==> src/common/gpio_params.svh <==
// Size and timing constants for the GPIO block, included by the packages and modules that need them

`ifndef GPIO_PARAMS_SVH
`define GPIO_PARAMS_SVH

// Pins on the block
`define GPIO_WIDTH 32

// Bits in one masked half
`define GPIO_HALF 16

// Stable cycles before the debounce filter passes a new level
`define GPIO_FILTER_CYCLES 16

// Register word address width
`define GPIO_AW 4

`endif

==> src/common/gpio_pin_pkg.sv <==
// Pin-side vector types for the GPIO data path, imported by the pin and interrupt logic

`include "gpio_params.svh"

package gpio_pin_pkg;

  // One bit per pin
  typedef logic [`GPIO_WIDTH-1:0] pin_vec_t;

  // One masked half
  // In a masked write word the mask sits in the upper half, the data in the lower
  typedef logic [`GPIO_HALF-1:0] half_vec_t;

endpackage

==> src/common/gpio_reg_pkg.sv <==
// Register map and register-bus word type shared by the GPIO register block and its users

`include "gpio_params.svh"

package gpio_reg_pkg;

  // Word addresses of the register port
  typedef enum logic [`GPIO_AW-1:0] {
    GPIO_DATA_IN              = 0,
    GPIO_DIRECT_OUT           = 1,
    GPIO_MASKED_OUT_LOWER     = 2,
    GPIO_MASKED_OUT_UPPER     = 3,
    GPIO_DIRECT_OE            = 4,
    GPIO_MASKED_OE_LOWER      = 5,
    GPIO_MASKED_OE_UPPER      = 6,
    GPIO_INTR_STATE           = 7,
    GPIO_INTR_ENABLE          = 8,
    GPIO_INTR_TEST            = 9,
    GPIO_CTRL_EN_RISING       = 10,
    GPIO_CTRL_EN_FALLING      = 11,
    GPIO_CTRL_EN_LVLHIGH      = 12,
    GPIO_CTRL_EN_LVLLOW       = 13,
    GPIO_CTRL_EN_INPUT_FILTER = 14
  } gpio_reg_e;

  // One register data word
  typedef logic [31:0] reg_word_t;

endpackage

==> src/gpio_reg/gpio_reg_top.sv <==
// Address decode, configuration registers and read-back that the GPIO top level uses as its register port

`timescale 1ns/1ps

`include "gpio_params.svh"

module gpio_reg_top
  import gpio_reg_pkg::*;
  import gpio_pin_pkg::*;
(
  input  logic               clk_i,
  input  logic               rst_ni,
  input  logic               we_i,
  input  logic               re_i,
  input  logic [`GPIO_AW-1:0] addr_i,
  input  reg_word_t          wdata_i,
  output reg_word_t          rdata_o,
  output logic               rvalid_o,
  output logic               out_wr_o,
  output logic               out_lo_wr_o,
  output logic               out_hi_wr_o,
  output logic               oe_wr_o,
  output logic               oe_lo_wr_o,
  output logic               oe_hi_wr_o,
  output reg_word_t          wdata_o,
  output pin_vec_t           rise_en_o,
  output pin_vec_t           fall_en_o,
  output pin_vec_t           hi_en_o,
  output pin_vec_t           lo_en_o,
  output pin_vec_t           intr_en_o,
  output pin_vec_t           filt_en_o,
  output logic               intr_clr_o,
  output logic               intr_test_o,
  input  pin_vec_t           data_in_i,
  input  pin_vec_t           out_q_i,
  input  pin_vec_t           oe_q_i,
  input  pin_vec_t           intr_state_i
);

  gpio_reg_e addr;
  pin_vec_t  rise_en_q, fall_en_q, hi_en_q, lo_en_q, intr_en_q, filt_en_q;
  reg_word_t rdata_d, rdata_q;
  logic      rvalid_q;

  assign addr = gpio_reg_e'(addr_i);

  // Single-cycle pulses that act at the same edge as the write
  assign out_wr_o    = we_i && (addr == GPIO_DIRECT_OUT);
  assign out_lo_wr_o = we_i && (addr == GPIO_MASKED_OUT_LOWER);
  assign out_hi_wr_o = we_i && (addr == GPIO_MASKED_OUT_UPPER);
  assign oe_wr_o     = we_i && (addr == GPIO_DIRECT_OE);
  assign oe_lo_wr_o  = we_i && (addr == GPIO_MASKED_OE_LOWER);
  assign oe_hi_wr_o  = we_i && (addr == GPIO_MASKED_OE_UPPER);
  assign intr_clr_o  = we_i && (addr == GPIO_INTR_STATE);
  assign intr_test_o = we_i && (addr == GPIO_INTR_TEST);
  assign wdata_o     = wdata_i;

  always_ff @(posedge clk_i or negedge rst_ni) begin
    if (!rst_ni) begin
      rise_en_q <= '0;
      fall_en_q <= '0;
      hi_en_q   <= '0;
      lo_en_q   <= '0;
      intr_en_q <= '0;
      filt_en_q <= '0;
    end else if (we_i) begin
      case (addr)
        GPIO_INTR_ENABLE:          intr_en_q <= wdata_i;
        GPIO_CTRL_EN_RISING:       rise_en_q <= wdata_i;
        GPIO_CTRL_EN_FALLING:      fall_en_q <= wdata_i;
        GPIO_CTRL_EN_LVLHIGH:      hi_en_q   <= wdata_i;
        GPIO_CTRL_EN_LVLLOW:       lo_en_q   <= wdata_i;
        GPIO_CTRL_EN_INPUT_FILTER: filt_en_q <= wdata_i;
        default: ;
      endcase
    end
  end

  // Masked registers read back the half with a zero mask
  always_comb begin
    case (addr)
      GPIO_DATA_IN:              rdata_d = data_in_i;
      GPIO_DIRECT_OUT:           rdata_d = out_q_i;
      GPIO_MASKED_OUT_LOWER:     rdata_d = {half_vec_t'(0), out_q_i[`GPIO_HALF-1:0]};
      GPIO_MASKED_OUT_UPPER:     rdata_d = {half_vec_t'(0), out_q_i[`GPIO_WIDTH-1:`GPIO_HALF]};
      GPIO_DIRECT_OE:            rdata_d = oe_q_i;
      GPIO_MASKED_OE_LOWER:      rdata_d = {half_vec_t'(0), oe_q_i[`GPIO_HALF-1:0]};
      GPIO_MASKED_OE_UPPER:      rdata_d = {half_vec_t'(0), oe_q_i[`GPIO_WIDTH-1:`GPIO_HALF]};
      GPIO_INTR_STATE:           rdata_d = intr_state_i;
      GPIO_INTR_ENABLE:          rdata_d = intr_en_q;
      GPIO_CTRL_EN_RISING:       rdata_d = rise_en_q;
      GPIO_CTRL_EN_FALLING:      rdata_d = fall_en_q;
      GPIO_CTRL_EN_LVLHIGH:      rdata_d = hi_en_q;
      GPIO_CTRL_EN_LVLLOW:       rdata_d = lo_en_q;
      GPIO_CTRL_EN_INPUT_FILTER: rdata_d = filt_en_q;
      default:                   rdata_d = '0;
    endcase
  end

  always_ff @(posedge clk_i or negedge rst_ni) begin
    if (!rst_ni) begin
      rdata_q  <= '0;
      rvalid_q <= 1'b0;
    end else begin
      rvalid_q <= re_i;
      if (re_i) begin
        rdata_q <= rdata_d;
      end
    end
  end

  assign rdata_o   = rdata_q;
  assign rvalid_o  = rvalid_q;
  assign rise_en_o = rise_en_q;
  assign fall_en_o = fall_en_q;
  assign hi_en_o   = hi_en_q;
  assign lo_en_o   = lo_en_q;
  assign intr_en_o = intr_en_q;
  assign filt_en_o = filt_en_q;

  a_no_rw_overlap: assert property (@(posedge clk_i) disable iff (!rst_ni)
    !(we_i && re_i));

endmodule

==> src/source/gpio.sv <==
// GPIO top level joining the register port, input filters, output registers and interrupts

`timescale 1ns/1ps

`include "gpio_params.svh"

module gpio
  import gpio_reg_pkg::*;
  import gpio_pin_pkg::*;
(
  input  logic                clk_i,
  input  logic                rst_ni,
  input  logic                reg_we_i,
  input  logic                reg_re_i,
  input  logic [`GPIO_AW-1:0] reg_addr_i,
  input  reg_word_t           reg_wdata_i,
  output reg_word_t           reg_rdata_o,
  output logic                reg_rvalid_o,
  input  pin_vec_t            gpio_i,
  output pin_vec_t            gpio_o,
  output pin_vec_t            gpio_oe_o,
  output pin_vec_t            intr_o
);

  logic      out_wr, out_lo_wr, out_hi_wr;
  logic      oe_wr, oe_lo_wr, oe_hi_wr;
  logic      intr_clr, intr_test;
  reg_word_t wdata;
  pin_vec_t  rise_en, fall_en, hi_en, lo_en, intr_en, filt_en;
  pin_vec_t  data_in;
  pin_vec_t  intr_state;

  gpio_reg_top u_reg (
    .clk_i, .rst_ni,
    .we_i        (reg_we_i),     .re_i        (reg_re_i),
    .addr_i      (reg_addr_i),   .wdata_i     (reg_wdata_i),
    .rdata_o     (reg_rdata_o),  .rvalid_o    (reg_rvalid_o),
    .out_wr_o    (out_wr),       .out_lo_wr_o (out_lo_wr),    .out_hi_wr_o (out_hi_wr),
    .oe_wr_o     (oe_wr),        .oe_lo_wr_o  (oe_lo_wr),     .oe_hi_wr_o  (oe_hi_wr),
    .wdata_o     (wdata),
    .rise_en_o   (rise_en),      .fall_en_o   (fall_en),
    .hi_en_o     (hi_en),        .lo_en_o     (lo_en),
    .intr_en_o   (intr_en),      .filt_en_o   (filt_en),
    .intr_clr_o  (intr_clr),     .intr_test_o (intr_test),
    .data_in_i   (data_in),      .out_q_i     (gpio_o),
    .oe_q_i      (gpio_oe_o),    .intr_state_i(intr_state)
  );

  // Optional debounce per pin
  for (genvar i = 0; i < `GPIO_WIDTH; i++) begin : gen_filter
    gpio_filter_ctr #(.Cycles(`GPIO_FILTER_CYCLES)) u_filter (
      .clk_i, .rst_ni,
      .enable_i (filt_en[i]),
      .in_i     (gpio_i[i]),
      .out_o    (data_in[i])
    );
  end

  gpio_masked_reg u_out (
    .clk_i, .rst_ni,
    .wr_i(out_wr), .lo_wr_i(out_lo_wr), .hi_wr_i(out_hi_wr),
    .wdata_i(wdata), .q_o(gpio_o)
  );

  gpio_masked_reg u_oe (
    .clk_i, .rst_ni,
    .wr_i(oe_wr), .lo_wr_i(oe_lo_wr), .hi_wr_i(oe_hi_wr),
    .wdata_i(wdata), .q_o(gpio_oe_o)
  );

  gpio_intr u_intr (
    .clk_i, .rst_ni,
    .data_i   (data_in),
    .rise_en_i(rise_en), .fall_en_i(fall_en), .hi_en_i(hi_en), .lo_en_i(lo_en),
    .intr_en_i(intr_en),
    .clr_i    (intr_clr), .test_i(intr_test), .wdata_i(wdata),
    .state_o  (intr_state), .intr_o(intr_o)
  );

endmodule

==> src/source/gpio_filter_ctr.sv <==
// Debounce filter for one input pin, instantiated per pin by the GPIO top level

`timescale 1ns/1ps

`include "gpio_params.svh"

module gpio_filter_ctr #(
  parameter int unsigned Cycles = `GPIO_FILTER_CYCLES
) (
  input  logic clk_i,
  input  logic rst_ni,
  input  logic enable_i,
  input  logic in_i,
  output logic out_o
);

  localparam int unsigned CtrW = $clog2(Cycles + 1);

  logic            in_q;
  logic            stable_q;
  logic [CtrW-1:0] ctr_q;
  logic            ctr_full;

  assign ctr_full = (ctr_q == CtrW'(Cycles - 1));

  always_ff @(posedge clk_i or negedge rst_ni) begin
    if (!rst_ni) begin
      in_q     <= 1'b0;
      stable_q <= 1'b0;
      ctr_q    <= '0;
    end else begin
      in_q <= in_i;
      // Any change restarts the count
      if (in_i != in_q) begin
        ctr_q <= '0;
      end else if (!ctr_full) begin
        ctr_q <= ctr_q + 1'b1;
      end
      if (ctr_full) begin
        stable_q <= in_q;
      end
    end
  end

  // Bypass still costs one register stage
  assign out_o = enable_i ? stable_q : in_q;

  a_ctr_bound: assert property (@(posedge clk_i) disable iff (!rst_ni)
    ctr_q <= CtrW'(Cycles - 1));

endmodule

==> src/source/gpio_intr.sv <==
// Edge and level event detection and sticky interrupt state that the GPIO top level instantiates

`timescale 1ns/1ps

`include "gpio_params.svh"

module gpio_intr
  import gpio_reg_pkg::*;
  import gpio_pin_pkg::*;
(
  input  logic      clk_i,
  input  logic      rst_ni,
  input  pin_vec_t  data_i,
  input  pin_vec_t  rise_en_i,
  input  pin_vec_t  fall_en_i,
  input  pin_vec_t  hi_en_i,
  input  pin_vec_t  lo_en_i,
  input  pin_vec_t  intr_en_i,
  input  logic      clr_i,
  input  logic      test_i,
  input  reg_word_t wdata_i,
  output pin_vec_t  state_o,
  output pin_vec_t  intr_o
);

  pin_vec_t data_q;
  pin_vec_t ev_rise;
  pin_vec_t ev_fall;
  pin_vec_t ev_high;
  pin_vec_t ev_low;
  pin_vec_t events;
  pin_vec_t clr_mask;
  pin_vec_t test_set;
  pin_vec_t state_q;

  // Previous filtered value for edge detection
  always_ff @(posedge clk_i or negedge rst_ni) begin
    if (!rst_ni) begin
      data_q <= '0;
    end else begin
      data_q <= data_i;
    end
  end

  assign ev_rise = ~data_q &  data_i & rise_en_i;
  assign ev_fall =  data_q & ~data_i & fall_en_i;
  assign ev_high =  data_i & hi_en_i;
  assign ev_low  = ~data_i & lo_en_i;
  assign events  = ev_rise | ev_fall | ev_high | ev_low;

  assign clr_mask = clr_i  ? pin_vec_t'(wdata_i) : '0;
  assign test_set = test_i ? pin_vec_t'(wdata_i) : '0;

  // Hardware events win over write-one-to-clear
  always_ff @(posedge clk_i or negedge rst_ni) begin
    if (!rst_ni) begin
      state_q <= '0;
    end else begin
      state_q <= (state_q & ~clr_mask) | events | test_set;
    end
  end

  assign state_o = state_q;
  assign intr_o  = state_q & intr_en_i;

  a_clr_test_excl: assert property (@(posedge clk_i) disable iff (!rst_ni)
    !(clr_i && test_i));

endmodule

==> src/source/gpio_masked_reg.sv <==
// Pin vector register with direct and per-half masked loads, used for the GPIO outputs and output enables

`timescale 1ns/1ps

`include "gpio_params.svh"

module gpio_masked_reg
  import gpio_reg_pkg::*;
  import gpio_pin_pkg::*;
(
  input  logic      clk_i,
  input  logic      rst_ni,
  input  logic      wr_i,
  input  logic      lo_wr_i,
  input  logic      hi_wr_i,
  input  reg_word_t wdata_i,
  output pin_vec_t  q_o
);

  pin_vec_t  q;
  half_vec_t mask;
  half_vec_t data;
  half_vec_t upper_q;
  half_vec_t lower_q;

  // Masked write word carries the mask on top
  assign mask = wdata_i[31:16];
  assign data = wdata_i[15:0];

  assign upper_q = q[`GPIO_WIDTH-1:`GPIO_HALF];
  assign lower_q = q[`GPIO_HALF-1:0];

  always_ff @(posedge clk_i or negedge rst_ni) begin
    if (!rst_ni) begin
      q <= '0;
    end else if (wr_i) begin
      q <= wdata_i;
    end else if (hi_wr_i) begin
      q[`GPIO_WIDTH-1:`GPIO_HALF] <= (mask & data) | (~mask & upper_q);
    end else if (lo_wr_i) begin
      q[`GPIO_HALF-1:0] <= (mask & data) | (~mask & lower_q);
    end
  end

  assign q_o = q;

  // Register block decodes one address per write
  a_one_write: assert property (@(posedge clk_i) disable iff (!rst_ni)
    $onehot0({wr_i, lo_wr_i, hi_wr_i}));

endmodule
==> config.mk <==
export PLATFORM = sky130hd
export DESIGN_NAME = gpio
export DESIGN_NICKNAME = d
export VERILOG_FILES = /design/src/common/gpio_pin_pkg.sv /design/src/common/gpio_reg_pkg.sv /design/src/gpio_reg/gpio_reg_top.sv /design/src/source/gpio.sv /design/src/source/gpio_filter_ctr.sv /design/src/source/gpio_intr.sv /design/src/source/gpio_masked_reg.sv
export VERILOG_INCLUDE_DIRS = /design/src /design/src/common
export SDC_FILE = /design/constraint.sdc
export NUM_CORES = 1
export LEC_CHECK = 0
export BUFFER_PORTS_ARGS = -buffer_cell sky130_fd_sc_hd__clkbuf_2
export CAP_MARGIN = 0
export CORE_MARGIN = 2
export CORE_UTILIZATION = 50
export CTS_BUF_LIST = sky130_fd_sc_hd__clkbuf_2 sky130_fd_sc_hd__clkbuf_4 sky130_fd_sc_hd__clkbuf_8
export DETAILED_ROUTE_END_ITERATION = 6
export PLACE_DENSITY = 0.68
export SLEW_MARGIN = 20
export SYNTH_ARGS = -nofsm -noshare
export SYNTH_HDL_FRONTEND = slang
export SYNTH_SLANG_ARGS = --single-unit
==> constraint.sdc <==
create_clock -name clk_i -period 3.4 [get_ports clk_i]
set_clock_uncertainty 0.05 [all_clocks]
set_input_delay 0.34 -clock clk_i [delete_from_list [all_inputs] [get_ports clk_i]]
set_output_delay 0.34 -clock clk_i [all_outputs]
set_load 0.005 [all_outputs]
==> results.ini, run 1 <==
[worst_setup_path]
path_cells = clkbuf_2, and2_1, nand2_1, o221ai_1, a2111oi_0, o2bb2ai_1
cp_slowest_cell = nand2_1
start_kind = input pin
end_kind = register
slowest_delay_ps = 680
worstSetupPathType = in2reg
cp_max_fo = 26
arrival_ps = 2710
worstPathRequired_ps = 3920

[clock_network]
cts_buffers = 96
clockRootBuffer = clkbuf_8
clock_path_buffers = 3
cts_tree = yes
clk_pin_slew_ps = 70
clkSinkCount = 577
cts_resized = 0
clock_latency_ps = 710
htreeDepth = 3

[place]
dpl.hpwl_mm = 58.7
dp.cells = 3240
dpl_cell_area_um2 = 29300
portBuffers = 200
gp_congestion = 0.939

[timing]
hold-worst-slack_ps = 54.9
min_period_ps = 2190
maxSlewViolCount = 0
setup-tns-final_ps = 0
hold_viol = 0
setup_viol = 0
timing.fmax_mhz = 456
fin_crit_sh_pct = 64.5
tightestPinTransition_ps = 863
timing.slew.headroom_pct = 42.3
rsz0062_at_grt = false

[synth]
syn_area_um2 = 27500
synth_edf_count = 0
seq_area_frac_synth_pct = 52.6
avgSynthCellArea_um2 = 11.3
synthArstFlopShare_pct = 100
synthCells = 2439
synth_most_common_cell = dfrtp_1
ys_types = 62
synth-main-ff-cell = dfrtp_1
synthTopCellsByArea = dfrtp_1 (53%), mux2_2 (5.7%), mux2_1 (4.5%), nor2_1 (3.4%), mux2i_1 (3.1%)
syn_nets = 2575
yosysTopAreaCell = dfrtp_1
ys.warnings.count = 0
synth_common_cells = dfrtp_1 (577), nor2_1 (251), a21oi_1 (143)
netlist.area_leader.share_pct = 52.6
synth-seq-cells = 577

[cells_and_area]
area_growth_pct = 16.2
nFillCells = 4478
nNetsFinal = 2824
fin_area_um2 = 31900
drive_gt1_share_pct = 22.4
final_cells = 3465

[die]
rows = 85
core_um2 = 54000
io_pins = 201
initial_utilization_pct = 50.8
die_area_um2 = 56800
die_x_um = 238
die_height_um = 238

[global_route]
grt_max_degree = 84
grt_pass1_vias = 21200
antenna_found_initial = 3
grt_pass1_wl_mm = 129
grt_usage_pct = 30.1
grt-ovfl-total = 0

[routing]
drc = 3
wl_mm = 85.1
wl_per_cell_um = 24.6
ant_nets = 0
via_per_inst = 6.14
drt_iter0_drc = 2455
route.vias.total = 21300
drtPass1Iterations = 7

[run_status]
outcome = complete, but fails checks
violations = DRC

[pwr]
power.density_nw_per_um2 = 582
vdd_drop_max_mv = 0.388
p_leak_uw = 0.0147

[flow_run]
drv_cap = 0

[worst_hold_path]
hold_path_class = in2reg

[through the flow]
step	util (%)	worst slack [ps]	power, µW
after floorplan	-	1550	10400
after CTS	59.1	1300	18700
final	59.1	1210	18600
after global placement	54.2	633	11700
after global routing	59.1	1180	19400
after detailed placement	54.2	549	11800
[cell families after synthesis]
family          after synthesis  share of synthesized area (%)
fa+ha+maj                    64                           2.92
simple gates                588                           10.5
compound gates              488                           12.2
mux                         346                           13.9
xor+xnor                    128                           4.08
buf+inv                     248                           3.82
flops                       577                           52.6
[repair_timing]
item,CTS,global route
hold endpoints to repair,308,0
setup buffers,0,0
hold buffers,46,0
[final timing paths]
check / start / to / slack, ps / cells past startpoint
max: reg_addr_i[1] / u_reg.rdata_o[10] / 1210 / 6
min: reg_wdata_i[14] / u_reg.fall_en_o[14] / 50 / 2
max reg2reg: u_reg.filt_en_o[3] / u_reg.rdata_o[3] / 1500 / 5
min reg2reg: u_reg.rdata_o[16] / u_reg.rdata_o[16] / 440 / 1
max in group asynchronous: rst_ni / asynchronous set/reset pin / 2090 / 3
min in group asynchronous: rst_ni / gen_filter[28].u_filter.ctr_q[1] / 220 / 2
[per-layer routing]
layer	up-vias	routed length, µm	part of all wire [%]	GRT usage (%)
met5	-	64	0.075	0.866
met4	3	4010	4.7	13.9
met3	283	8700	10	8.20
met2	1094	38200	45	45.3
met1	10700	34100	40	40.7
li1	9230	-	-	-
[layout by cell type, fill, tap and decap left out, drive strengths merged, types with 15 or more instances in the layout]
master	count
buf	68
o2bb2ai	17
xnor2	32
a21oi	143
nand2	100
mux2i	86
nor2	254
a211oi	33
dfrtp	577
nor3	35
o32ai	15
dlygate4sd3	46
and2	39
clkbuf	357
xor2	96
nand4b	32
ha	64
o21ai	78
o22ai	15
a22oi	68
a221o	37
and3	38
nor2b	53
inv	87
mux2	260
o221ai	29
[area by class of cell]
cell class	count	area, µm²	share of cell area (%)
clock buffer	158	2010	6.28
multi-input combinational	1614	12000	37.7
inverter	86	323	1.01
antenna	4	10.0	0.0314
tap	696	871	2.73
timing repair buffer	313	2110	6.62
clock inverter	17	144	0.451
sequential	577	14400	45.2
[report_power, final]
| part | switching [µW] | internal [µW] |
|---|---|---|
| Clock | 2900 | 3870 |
| Sequential | 984 | 7860 |
| Combinational | 1560 | 1420 |
[worst max-delay path, delay by kind of cell]
| kind | cells | cell delay [ps] |
|---|---|---|
| AND/OR/NAND/NOR | 2 | 1190 |
| AO/OA/AOI/OAI | 3 | 820 |
| buffers and inverters | 1 | 340 |
Power figures use the tool's default switching activity.
==> run 2, diff against run 1 <==
==> constraint.sdc (replaced) <==
create_clock -name clk_i -period 2.3 [get_ports clk_i]
set_clock_uncertainty 0.05 [all_clocks]
set_input_delay 0.23 -clock clk_i [delete_from_list [all_inputs] [get_ports clk_i]]
set_output_delay 0.23 -clock clk_i [all_outputs]
set_load 0.005 [all_outputs]
==> results.ini, run 2 (synthesized netlist as in run 1, its figures left out) <==
[die]
die_height_um = 238
die_x_um = 238
rows = 85
core_um2 = 54000
initial_utilization_pct = 50.8
io_pins = 201
die_area_um2 = 56800

[routing]
drt_iter0_drc = 2212
drtPass1Iterations = 6
wl_mm = 86.1
drc = 0
via_per_inst = 6.12
wl_per_cell_um = 24.5
ant_nets = 0
route.vias.total = 21500

[worst_setup_path]
worstPathRequired_ps = 2820
reg2reg_setup_slack_ps = 320
end_kind = register
start_kind = register
worstSetupPathType = reg2reg
arrival_ps = 2500
cp_max_fo = 4

[timing]
timing.slew.headroom_pct = 49.5
min_period_ps = 1980
timing.fmax_mhz = 505
hold_viol = 0
fin_crit_sh_pct = 86.0
rsz0062_at_grt = false
tightestPinTransition_ps = 758
setup_slack_ps = 321
setup_viol = 0
maxSlewViolCount = 0
setup-tns-final_ps = 0
hold-worst-slack_ps = 46.9

[place]
dp.cells = 3281
pre_cts_ws_ps = 42.6
portBuffers = 200
dpl.hpwl_mm = 59.8
gp_congestion = 0.957

[cells_and_area]
area_growth_pct = 18.2
nFillCells = 4317
nNetsFinal = 2885
layout_common_cells = dfrtp_1 (577), nor2_1 (247), clkbuf_2 (199)
final_cells = 3521
drive_gt1_share_pct = 23.3
mostFrequentLayoutCell = dfrtp_1

[clock_network]
clk_pin_slew_ps = 60
cts_buffers = 97
clkSinkCount = 577
cts_resized = 0
clock_latency_ps = 720
clockRootBuffer = clkbuf_8
clock_path_buffers = 3
cts_tree = yes
htreeDepth = 3

[global_route]
grt_pass1_wl_mm = 131
grt_pass1_vias = 21700
grt-ovfl-total = 0
grt_max_degree = 64
antenna_found_initial = 5
grt_usage_pct = 30.4

[pwr]
power.total_uw = 27300
vdd_drop_max_mv = 0.511
p_leak_uw = 0.0149
power.density_nw_per_um2 = 843

[flow_run]
drv_cap = 0

[run_status]
outcome = completed

[worst_hold_path]
hold_path_class = in2async

-- run 2: cell type report --
class	instances	area, µm²	area share [%]
Sequential cell	577	14400	44.5
Multi-Input combinational cell	1614	12000	37.0
Timing Repair Buffer	373	2710	8.35
Clock buffer	162	2000	6.16
Tap cell	696	871	2.68
Inverter	86	323	0.995
Clock inverter	12	90.1	0.278
Antenna cell	1	2.50	0.00771
-- run 2: report_power, final --
part | leakage [µW] | internal, µW | total [µW] | switching [µW]
combinational | 0.00655 | 2170 | 4480 | 2310
sequential | 0.00727 | 11600 | 13100 | 1480
clock | 0.00112 | 5550 | 9760 | 4210
-- run 2: metrics by stage --
stage / area [µm²] / util, %
global placement: 29700 / 55.0
finish: 32500 / 60.1
floorplan: 27500 / -
detailed placement: 29700 / 55.0
CTS: 32500 / 60.1
global route: 32500 / 60.1
-- run 2: what timing repair did --
action	4_1_cts	5_1_grt
hold buffers	65	0
buffers inserted	0	0
hold endpoints to repair	986	0
-- run 2: worst max-delay path: stages, from the launching register on --
cell and delay, ps:
dfrtp_1 430, mux2i_1 520, o2bb2ai_1 110, a221o_1 390, a211oi_1 280, o2bb2ai_1 90
-- run 2: worst paths after layout --
check	startpoint	endpoint	cells after the start
worst min-delay path	rst_ni	gen_filter[28].u_filter.ctr_q[3]	2
worst min register to register	u_reg.rdata_o[3]	u_reg.rdata_o[3]	1
max in group asynchronous	rst_ni	u_reg.rise_en_o[29]	3
worst max-delay path	u_reg.filt_en_o[3]	u_reg.rdata_o[3]	5
min in group clk_i	reg_wdata_i[28]	register	3
worst max register to register	u_reg.filt_en_o[3]	u_reg.rdata_o[3]	5
-- run 2: per-layer routing --
layer	track usage, %	wire length (µm)	vias up
li1	-	-	9340
met5	0	38	-
met2	47.5	39300	1109
met4	13.0	3750	6
met1	41.2	35100	10900
met3	6.80	7950	236
==> run 3, diff against run 2 <==
--- a/config.mk
+++ b/config.mk
@@ -8,6 +8,7 @@
 export LEC_CHECK = 0
 export BUFFER_PORTS_ARGS = -buffer_cell sky130_fd_sc_hd__clkbuf_2
 export CAP_MARGIN = 0
+export CORE_ASPECT_RATIO = 1.5
 export CORE_MARGIN = 2
 export CORE_UTILIZATION = 50
 export CTS_BUF_LIST = sky130_fd_sc_hd__clkbuf_2 sky130_fd_sc_hd__clkbuf_4 sky130_fd_sc_hd__clkbuf_8
==> results.ini, run 3 (synthesized netlist as in run 1, its figures left out) <==
[clock_network]
clkSinkCount = 577
cts_buffers = 88
clock_path_buffers = 3
clk_pin_slew_ps = 60
postCtsSetupBuffers = 0
htreeDepth = 3
hold_buffers = 69
clockRootBuffer = clkbuf_8
clock_latency_ps = 700
cts_resized = 0
cts_tree = yes

[die]
core_um2 = 54500
rows = 105
die_height_um = 291
io_pins = 201
die_x_um = 195
die_area_um2 = 56900
initial_utilization_pct = 50.4

[cells_and_area]
nFillCells = 4466
final_cells = 3510
nNetsFinal = 2879
mostFrequentLayoutCell = dfrtp_1
drive_gt1_share_pct = 22.8
layout_common_cells = dfrtp_1 (577), nor2_1 (247), clkbuf_2 (199)
area_growth_pct = 17.7
final-seq-area_um2 = 14400
multi_input_area_um2 = 12000

[worst_setup_path]
crit_path_start = u_reg.filt_en_o[1]
path_buf_inv = 0
critPathTopFamily = compound AO/OA/AOI/OAI gates
rr_startpoint = u_reg.filt_en_o[1]
end_kind = register
worstPathRequired_ps = 2790
start_kind = register
arrival_ps = 2340
cp_slowest_cell = a2111oi_0
path_cells = mux2_2, nand2_1, o221ai_1, a2111oi_0, o2bb2ai_1
cp_max_fo = 4
slowest_delay_ps = 590
worstSetupPathType = reg2reg

[run_status]
outcome = completed

[timing]
fin_crit_sh_pct = 80.1
setup_viol = 0
rsz0062_at_grt = false
hold_viol = 0
timing.fmax_mhz = 543
timing.slew.headroom_pct = 39.7
min_period_ps = 1840
hold-worst-slack_ps = 77.0
tightestPinTransition_ps = 902
maxSlewViolCount = 0
setup-tns-final_ps = 0

[worst_hold_path]
hold_path_class = in2reg
hp-start = reg_wdata_i[24]

[place]
dpl.hpwl_mm = 60.5
portBuffers = 200
dp.cells = 3279
gp_congestion = 0.942

[routing]
via_per_inst = 6.07
route.vias.total = 21300
drtPass1Iterations = 6
drc = 0
wl_mm = 86.3
drt_iter0_drc = 1716
ant_nets = 0
wl_per_cell_um = 24.6

[flow_run]
drv_cap = 0

[global_route]
grt-ovfl-total = 0
grt_pass1_wl_mm = 132
antenna_found_initial = 3
grt_pass1_vias = 22300
grt_max_degree = 119
grt_usage_pct = 30.7

[pwr]
power.total_uw = 26900
power_frac_clock_pct = 34.8
p_leak_uw = 0.0149
p_sw_uw = 7890
pwr-share-seq_pct = 48.6
power.density_nw_per_um2 = 833
p_int_uw = 19100
comb_power_share_pct = 16.6
switching_share_pct = 29.3
vdd_drop_max_mv = 0.457

==> run 3: area by class of cell <==
| cell class | count | area share, % |
|---|---|---|
| Timing Repair Buffer | 376 | 8.43 |
| Antenna cell | 4 | 0.0310 |
| Inverter | 86 | 0.998 |
| Tap cell | 695 | 2.69 |
| Clock inverter | 25 | 0.793 |
| Sequential cell | 577 | 44.7 |
| Multi-Input combinational cell | 1614 | 37.2 |
| Clock buffer | 133 | 5.24 |
==> run 3: per-stage QoR <==
step,setup WS (ps),cell area [µm²],util (%)
5_1_grt,308,32300,59.3
2_1_floorplan,563,27500,-
3_5_place_dp,10.3,29700,54.5
4_1_cts,453,32300,59.3
3_3_place_gp,18.4,29700,54.5
6_report,458,32300,59.3
==> run 3: path summary, 6_finish.rpt <==
kind	slack, ps	depth (start not counted)	endpoint
max	460	5	u_reg.rdata_o[1]
min	80	3	u_intr.state_o[24]
max reg2reg	460	5	u_reg.rdata_o[1]
min reg2reg	440	1	u_reg.rdata_o[19]
max in group asynchronous	1360	3	asynchronous set/reset pin
min in group asynchronous	150	3	u_reg.rdata_o[5]
==> run 3: worst reg2reg max path, cell delays in order (launching register included) <==
cell and delay [ps]:
dfrtp_1 380, mux2_2 390, nand2_1 70, o221ai_1 110, a2111oi_0 590, o2bb2ai_1 110
==> run 3: layer usage <==
layer	wire length, µm	part of all wire, %	vias up	GRT usage, %
met2	41800	48	937	51.3
li1	-	-	9320	-
met3	6280	7.3	278	6.38
met4	5600	6.5	0	18.9
met5	0	0	-	0
met1	32600	38	10800	36.3
==> run 3: power groups by stage <==
stage	sequential (µW)	clock [µW]	combinational, µW
floorplan	12700	0	2710
global placement	13100	0	4190
detailed placement	13200	0	4350
CTS	13100	9540	4480
global route	13200	10000	4930
finish	13100	9370	4480
